===== src/rtl/upsp_ac_pkg.sv =====
package upsp_ac_pkg;

	// Stream word
	localparam int data_width = 32;
	localparam int byte_count = data_width / 8;

	// Frame geometry counted in output beats
	localparam int row_beats   = 4;
	localparam int frame_rows  = 4;
	localparam int frame_beats = row_beats * frame_rows;

	// Depth stays a power of two so the pointers wrap on their own
	localparam int fifo_depth     = 8;
	localparam int fifo_ptr_width = $clog2(fifo_depth);
	localparam int fifo_cnt_width = $clog2(fifo_depth + 1);

	// Holds every count from zero up to frame_beats
	localparam int beat_cnt_width = $clog2(frame_beats + 1);

	typedef logic [data_width-1:0] data_t;

	// Control register as seen by the host
	typedef struct packed {
		logic upend;
		logic upstart;
	} ctrl_word_t;

	// One write-back into the control register
	typedef struct packed {
		logic       wrt;
		ctrl_word_t data;
	} crf_wr_t;

	// One beat on the output stream
	typedef struct packed {
		logic  tvalid;
		data_t tdata;
		logic  tlast;
	} axis_t;

endpackage


===== src/rtl/upsp_ac_ctrl.sv =====
`timescale 1ns/1ps

module upsp_ac_ctrl (
	input  logic                    clk,
	input  logic                    rst_n,
	input  upsp_ac_pkg::ctrl_word_t ctrl,
	input  logic                    frame_done,
	output upsp_ac_pkg::crf_wr_t    crf_wr,
	output logic                    processing,
	output logic                    time_window
);

	logic start_req;
	logic end_ack;
	logic frame_close;
	logic end_req;

	// Host asks for a new frame while the block is idle
	assign start_req = ctrl.upstart & ~ctrl.upend & ~processing;

	// Host has seen the end bit and left start clear
	assign end_ack = ~ctrl.upstart & ctrl.upend & processing;

	// Final beat of the frame left on the stream
	assign frame_close = frame_done & processing & ctrl.upstart;

	// Start bit is cleared so the end bit goes out once
	assign end_req = processing & ~ctrl.upstart & ~ctrl.upend & ~crf_wr.wrt;

	always_ff @(posedge clk or negedge rst_n) begin
		if (!rst_n) begin
			processing <= 1'b0;
		end else if (start_req) begin
			processing <= 1'b1;
		end else if (end_ack) begin
			processing <= 1'b0;
		end
	end

	// Up-sampler may only write while this is open
	always_ff @(posedge clk or negedge rst_n) begin
		if (!rst_n) begin
			time_window <= 1'b0;
		end else if (start_req) begin
			time_window <= 1'b1;
		end else if (frame_close) begin
			time_window <= 1'b0;
		end
	end

	// First clear upstart, then raise upend on a later cycle
	always_ff @(posedge clk or negedge rst_n) begin
		if (!rst_n) begin
			crf_wr <= '0;
		end else if (frame_close) begin
			crf_wr.wrt          <= 1'b1;
			crf_wr.data.upend   <= 1'b0;
			crf_wr.data.upstart <= 1'b0;
		end else if (end_req) begin
			crf_wr.wrt          <= 1'b1;
			crf_wr.data.upend   <= 1'b1;
			crf_wr.data.upstart <= 1'b0;
		end else begin
			crf_wr.wrt <= 1'b0;
		end
	end

endmodule


===== src/rtl/upsp_ac_outbuf.sv =====
`timescale 1ns/1ps

module upsp_ac_outbuf (
	input  logic               clk,
	input  logic               rst_n,
	input  logic               in_valid,
	input  upsp_ac_pkg::data_t in_data,
	output logic               in_ready,
	input  logic               time_window,
	input  logic               pop,
	input  logic               frame_done,
	output upsp_ac_pkg::data_t buf_rdata,
	output logic               buf_empty
);

	import upsp_ac_pkg::*;

	data_t                     mem [fifo_depth];
	logic [fifo_ptr_width-1:0] wr_ptr;
	logic [fifo_ptr_width-1:0] rd_ptr;
	logic [fifo_cnt_width-1:0] count;
	logic                      full;
	logic                      push;

	assign full      = (count == fifo_cnt_width'(fifo_depth));
	assign buf_empty = (count == '0);

	// Writes only land inside the operating window
	assign in_ready = ~full & time_window;
	assign push     = in_valid & in_ready;

	always_ff @(posedge clk or negedge rst_n) begin
		if (!rst_n) begin
			wr_ptr <= '0;
			rd_ptr <= '0;
			count  <= '0;
		end else if (frame_done) begin
			// Leftovers of the finished frame are dropped
			wr_ptr <= '0;
			rd_ptr <= '0;
			count  <= '0;
		end else begin
			if (push) begin
				wr_ptr <= wr_ptr + 1'b1;
			end
			if (pop) begin
				rd_ptr <= rd_ptr + 1'b1;
			end
			if (push && !pop) begin
				count <= count + 1'b1;
			end else if (pop && !push) begin
				count <= count - 1'b1;
			end
		end
	end

	always_ff @(posedge clk) begin
		if (push) begin
			mem[wr_ptr] <= in_data;
		end
	end

	// Registered read port, word stays put until the next pop
	always_ff @(posedge clk) begin
		if (pop) begin
			buf_rdata <= mem[rd_ptr];
		end
	end

endmodule


===== src/rtl/upsp_ac_stream_out.sv =====
`timescale 1ns/1ps

module upsp_ac_stream_out (
	input  logic               clk,
	input  logic               rst_n,
	input  logic               time_window,
	input  logic               buf_empty,
	input  upsp_ac_pkg::data_t buf_rdata,
	output logic               pop,
	output upsp_ac_pkg::axis_t m_axis,
	input  logic               m_tready,
	output logic               frame_done
);

	import upsp_ac_pkg::*;

	logic [beat_cnt_width-1:0] beat_cnt;
	logic [beat_cnt_width-1:0] beat_next;
	logic                      frame_full;
	logic                      row_end;
	logic                      tvalid_q;
	logic                      tlast_q;
	data_t                     tdata_swap;

	assign beat_next  = beat_cnt + 1'b1;
	assign frame_full = (beat_cnt == beat_cnt_width'(frame_beats));

	// Beat being popped closes a row
	assign row_end = ((beat_next % row_beats) == 0);

	// Pop when the output slot is free or is being emptied this cycle
	assign pop = ~buf_empty & time_window & ~frame_full & (~tvalid_q | m_tready);

	// Last beat of the frame accepted by the sink
	assign frame_done = tvalid_q & m_tready & tlast_q & frame_full;

	always_ff @(posedge clk or negedge rst_n) begin
		if (!rst_n) begin
			beat_cnt <= '0;
		end else if (frame_done) begin
			beat_cnt <= '0;
		end else if (pop) begin
			beat_cnt <= beat_next;
		end
	end

	always_ff @(posedge clk or negedge rst_n) begin
		if (!rst_n) begin
			tvalid_q <= 1'b0;
			tlast_q  <= 1'b0;
		end else if (pop) begin
			tvalid_q <= 1'b1;
			tlast_q  <= row_end;
		end else if (m_tready) begin
			tvalid_q <= 1'b0;
			tlast_q  <= 1'b0;
		end
	end

	// Sink expects the bytes in the opposite order
	always_comb begin
		for (int i = 0; i < byte_count; i++) begin
			tdata_swap[i*8 +: 8] = buf_rdata[(byte_count-1-i)*8 +: 8];
		end
	end

	assign m_axis = '{tvalid: tvalid_q, tdata: tdata_swap, tlast: tlast_q};

endmodule


===== src/rtl/upsp_ac_top.sv =====
`timescale 1ns/1ps

module upsp_ac_top (
	input  logic                    clk,
	input  logic                    rst_n,
	input  upsp_ac_pkg::ctrl_word_t ctrl,
	output upsp_ac_pkg::crf_wr_t    crf_wr,
	output logic                    processing,
	input  logic                    in_valid,
	input  upsp_ac_pkg::data_t      in_data,
	output logic                    in_ready,
	output upsp_ac_pkg::axis_t      m_axis,
	input  logic                    m_tready
);

	import upsp_ac_pkg::*;

	logic  time_window;
	logic  pop;
	logic  frame_done;
	logic  buf_empty;
	data_t buf_rdata;

	upsp_ac_ctrl upsp_ac_ctrl_inst (
		.clk         (clk),
		.rst_n       (rst_n),
		.ctrl        (ctrl),
		.frame_done  (frame_done),
		.crf_wr      (crf_wr),
		.processing  (processing),
		.time_window (time_window)
	);

	upsp_ac_outbuf upsp_ac_outbuf_inst (
		.clk         (clk),
		.rst_n       (rst_n),
		.in_valid    (in_valid),
		.in_data     (in_data),
		.in_ready    (in_ready),
		.time_window (time_window),
		.pop         (pop),
		.frame_done  (frame_done),
		.buf_rdata   (buf_rdata),
		.buf_empty   (buf_empty)
	);

	upsp_ac_stream_out upsp_ac_stream_out_inst (
		.clk         (clk),
		.rst_n       (rst_n),
		.time_window (time_window),
		.buf_empty   (buf_empty),
		.buf_rdata   (buf_rdata),
		.pop         (pop),
		.m_axis      (m_axis),
		.m_tready    (m_tready),
		.frame_done  (frame_done)
	);

endmodule


===== config.mk =====
export PLATFORM = sky130hd
export DESIGN_NAME = upsp_ac_top
export DESIGN_NICKNAME = d
export VERILOG_FILES = /design/src/rtl/upsp_ac_pkg.sv /design/src/rtl/upsp_ac_ctrl.sv /design/src/rtl/upsp_ac_outbuf.sv /design/src/rtl/upsp_ac_stream_out.sv /design/src/rtl/upsp_ac_top.sv
export SDC_FILE = /design/constraint.sdc
export NUM_CORES = 1
export LEC_CHECK = 0
export BUFFER_PORTS_ARGS = -buffer_cell sky130_fd_sc_hd__buf_2
export CORE_MARGIN = 4
export CORE_UTILIZATION = 40
export CTS_CLUSTER_SIZE = 16
export DETAILED_ROUTE_END_ITERATION = 10
export PLACE_DENSITY = 0.55
export REMOVE_ABC_BUFFERS = 1
export SLEW_MARGIN = 20
export SYNTH_ARGS = -nofsm -noshare
export SYNTH_HDL_FRONTEND = slang
export SYNTH_HIERARCHICAL = 1
export SYNTH_SLANG_ARGS = --single-unit

===== constraint.sdc =====
create_clock -name clk -period 12.2 [get_ports clk]
set_clock_uncertainty 0.2 [all_clocks]
set_input_delay 2.44 -clock clk [delete_from_list [all_inputs] [get_ports clk]]
set_output_delay 2.44 -clock clk [all_outputs]
set_load 0.03 [all_outputs]

==> run summary <==
Row cnt: 63
Worst vdd rail ir drop: 0.133 mV
Dpl hpwl: 12.4 mm
Crit path max fanout: 42
Reg area: 0.00918 mm²
CTS tree: yes
Fill cells: 2531
Die Y: 183 µm
Layout Nets: 679
Boundary Pins: 77
Synth top cells by count: edfxtp_1 (288), mux4_2 (36), buf_4 (35)
Static leakage: 0.00472 µW
Max-Cap Viols: 0
Ys async rst share: 6.80%
Die X: 183 µm
Achievable Freq: 209 MHz
Final GP Congestion: 0.741
Hold_buf cts: 0
Setup crit start kind: input pin
Number of DRC markers in iteration 0: 341
Antenna diodes: 0
Slew HR: 31.6%
Via count: 5435
Top-count cell post-synth: edfxtp_1
Share of the synthesized area in the top cell type: 70.6%
Worst skew pair latency: 0.51 ns
Critical Path AT: 4.97 ns
Post-synth design cell area: 0.0123 mm²
CTS Sinks: 309
Drt wl/cell: 21.4 µm
Worst-path clk slew: 0.06 ns
Sw Pwr: 1000 µW
Worst Tran Pin Value: 1.03 ns
Sequential area share after synthesis: 74.9%
DRC: 0
Sequential power share: 46.7%
Via density: 5.19
RSZ-0062 raised after global routing: false
Post-synth EDFFs: 288
Final hold violations: 0
Worst path required time: 12.39 ns
Crit path kind: in2reg
Min-Delay Path Class: reg2reg
Syn-to-layout area delta: 13.6%
DRT Pass-1 Iters: 4
Period utilization: 39.2%
Switching Fraction: 29.4%
Antenna Nets Post-Route: 0
Post-CTS Setup Bufs: 0
PostCTS Resize Cnt: 0
Die area: 0.0335 mm²
CP Capture Type: register
Post-synthesis register bit count: 309
Synth Flop Type: edfxtp_1
H-tree depth: 2
Hold WS: 0.291 ns
Combinational Power Share: 24.6%
Cell variety after synth: 53
Inserted Clock Buffers: 35
Area leader, netlist: edfxtp_1
Clock power frac: 28.6%
Initial antenna violation count: 3
Core area: 0.0300 mm²
Largest net degree at the start of global routing: 67
Root Driver: clkbuf_16
Total GRT Usage: 13.6%
Final count of negative-setup-slack endpoints: 0
Share of layout cells above drive strength 1: 33.4%
Final wirelength: 22.4 mm
Fin crit period: 4.78 ns
Status: complete, no violations
Clock tree buffer depth: 3
Avg Inst Size Synth: 21.7 µm²
Pwr Density: 244 mW/mm²
Starting Density: 40.9%
Final slew viol count: 0
Total gr overflow: 0
Vias in the first global route: 5863
Setup_tns: 0 ns
First-pass GRT wire length: 34.9 mm
Internal power: 2400 µW
Synth warn: 6
Synth top area cells: edfxtp_1 (71%), mux4_2 (6.6%), mux4_1 (6.0%)
# port buffers: 75
Multi-input gate area in the final layout: 0.00268 mm²
Syn Inst Count: 565
-- final timing paths --
path                                                                 start                                         endpoint  slack (ns)  cells past startpoint
setup / recovery                                                  m_tready         upsp_ac_outbuf_inst/count[3]$_DFFE_PN0P_        7.42                     11
hold / removal             upsp_ac_stream_out_inst/beat_cnt[4]$_DFFE_PN0P_  upsp_ac_stream_out_inst/beat_cnt[4]$_DFFE_PN0P_        0.29                      1
setup reg to reg           upsp_ac_stream_out_inst/beat_cnt[0]$_DFFE_PN0P_         upsp_ac_outbuf_inst/count[3]$_DFFE_PN0P_        8.69                     12
hold reg to reg            upsp_ac_stream_out_inst/beat_cnt[4]$_DFFE_PN0P_  upsp_ac_stream_out_inst/beat_cnt[4]$_DFFE_PN0P_        0.29                      1
max in group asynchronous                                            rst_n        upsp_ac_outbuf_inst/rd_ptr[0]$_DFFE_PN0P_        9.73                      1
min in group asynchronous                                            rst_n         upsp_ac_outbuf_inst/count[1]$_DFFE_PN0P_        1.69                      1
-- power groups by stage --
stage | combinational [µW] | sequential (µW) | clock, µW
after global routing | 910 | 1620 | 1050
final | 838 | 1590 | 973
after detailed placement | 857 | 1620 | 0
after CTS | 861 | 1600 | 1000
after global placement | 842 | 1610 | 0
after floorplan | 492 | 1700 | 0
-- per-stage QoR --
step                cell area [µm²]  cells  util (%)  total power, µW  worst slack (ns)
detailed placement            12800    986      42.9             2470              6.85
global placement              12800    986      42.8             2450              6.93
global route                  13900   1048      46.5             3580              7.11
CTS                           13900   1048      46.5             3460              7.36
floorplan                     11800    510         -             2190              5.23
finish                        13900   1048      46.5             3400              7.42
-- flip-flops by register name, indices dropped and copies added (netlist names) --
register	flops
upsp_ac_outbuf_inst/mem	256
upsp_ac_stream_out_inst/beat_cnt	5
upsp_ac_outbuf_inst/wr_ptr	3
upsp_ac_ctrl_inst/crf_wr	2
upsp_ac_stream_out_inst/tvalid_q	1
upsp_ac_stream_out_inst/tlast_q	1
upsp_ac_outbuf_inst/count	4
upsp_ac_ctrl_inst/processing	1
upsp_ac_outbuf_inst/buf_rdata	32
upsp_ac_outbuf_inst/rd_ptr	3
upsp_ac_ctrl_inst/time_window	1
-- cell usage in the layout, fill, tap and decap left out, types with 4 or more instances in the layout --
| cell | count |
|---|---|
| dfrtp_1 | 18 |
| nor2_1 | 8 |
| inv_1 | 6 |
| ha_1 | 7 |
| a21oi_1 | 5 |
| buf_4 | 11 |
| nand2_1 | 12 |
| clkbuf_1 | 8 |
| mux4_2 | 36 |
| clkinv_1 | 12 |
| edfxtp_1 | 288 |
| clkbuf_16 | 36 |
| buf_2 | 75 |
| o21ai_0 | 5 |
| nor3b_2 | 4 |
| mux2_2 | 33 |
| mux4_1 | 28 |
-- final cells by class --
type	count	area share, %
clock buffers	44	6.69
clock inverters	18	1.06
inverters	8	0.234
multi-input cells	193	19.2
flip-flops and latches	309	66.0
well taps	390	3.51
repair buffers	86	3.29
-- worst max-delay path, cell delays in order --
cell      delay (ns)
buf_2           0.09
nand2b_1        0.16
nor3b_4         0.19
buf_4           0.52
inv_1           0.25
nand3_4         0.15
ha_1            0.24
a211oi_1        0.30
o21ai_0         0.16
mux2i_1         0.16
a311o_1         0.31
-- cells by family after synthesis --
group                    Yosys count  share of synthesized area (%)
adder cells (fa/ha/maj)            9                          0.960
multiplexers                     100                           15.9
buffers and inverters             63                           3.73
XOR/XNOR                           6                          0.429
other                              1                         0.0306
AND/OR/NAND/NOR                   57                           2.97
flip-flops                       309                           74.9
AO/OA/AOI/OAI                     20                           1.05
-- layer usage --
metal  wire length (µm)  up-vias  GRT usage (%)
li1                   -     2429              -
met1               9970     2845           18.2
met2              10900      113           22.1
met3               1100       42           3.69
met4                417        6           3.72
met5                 34        -              0
No activity file was read; power rests on OpenSTA's default activity.
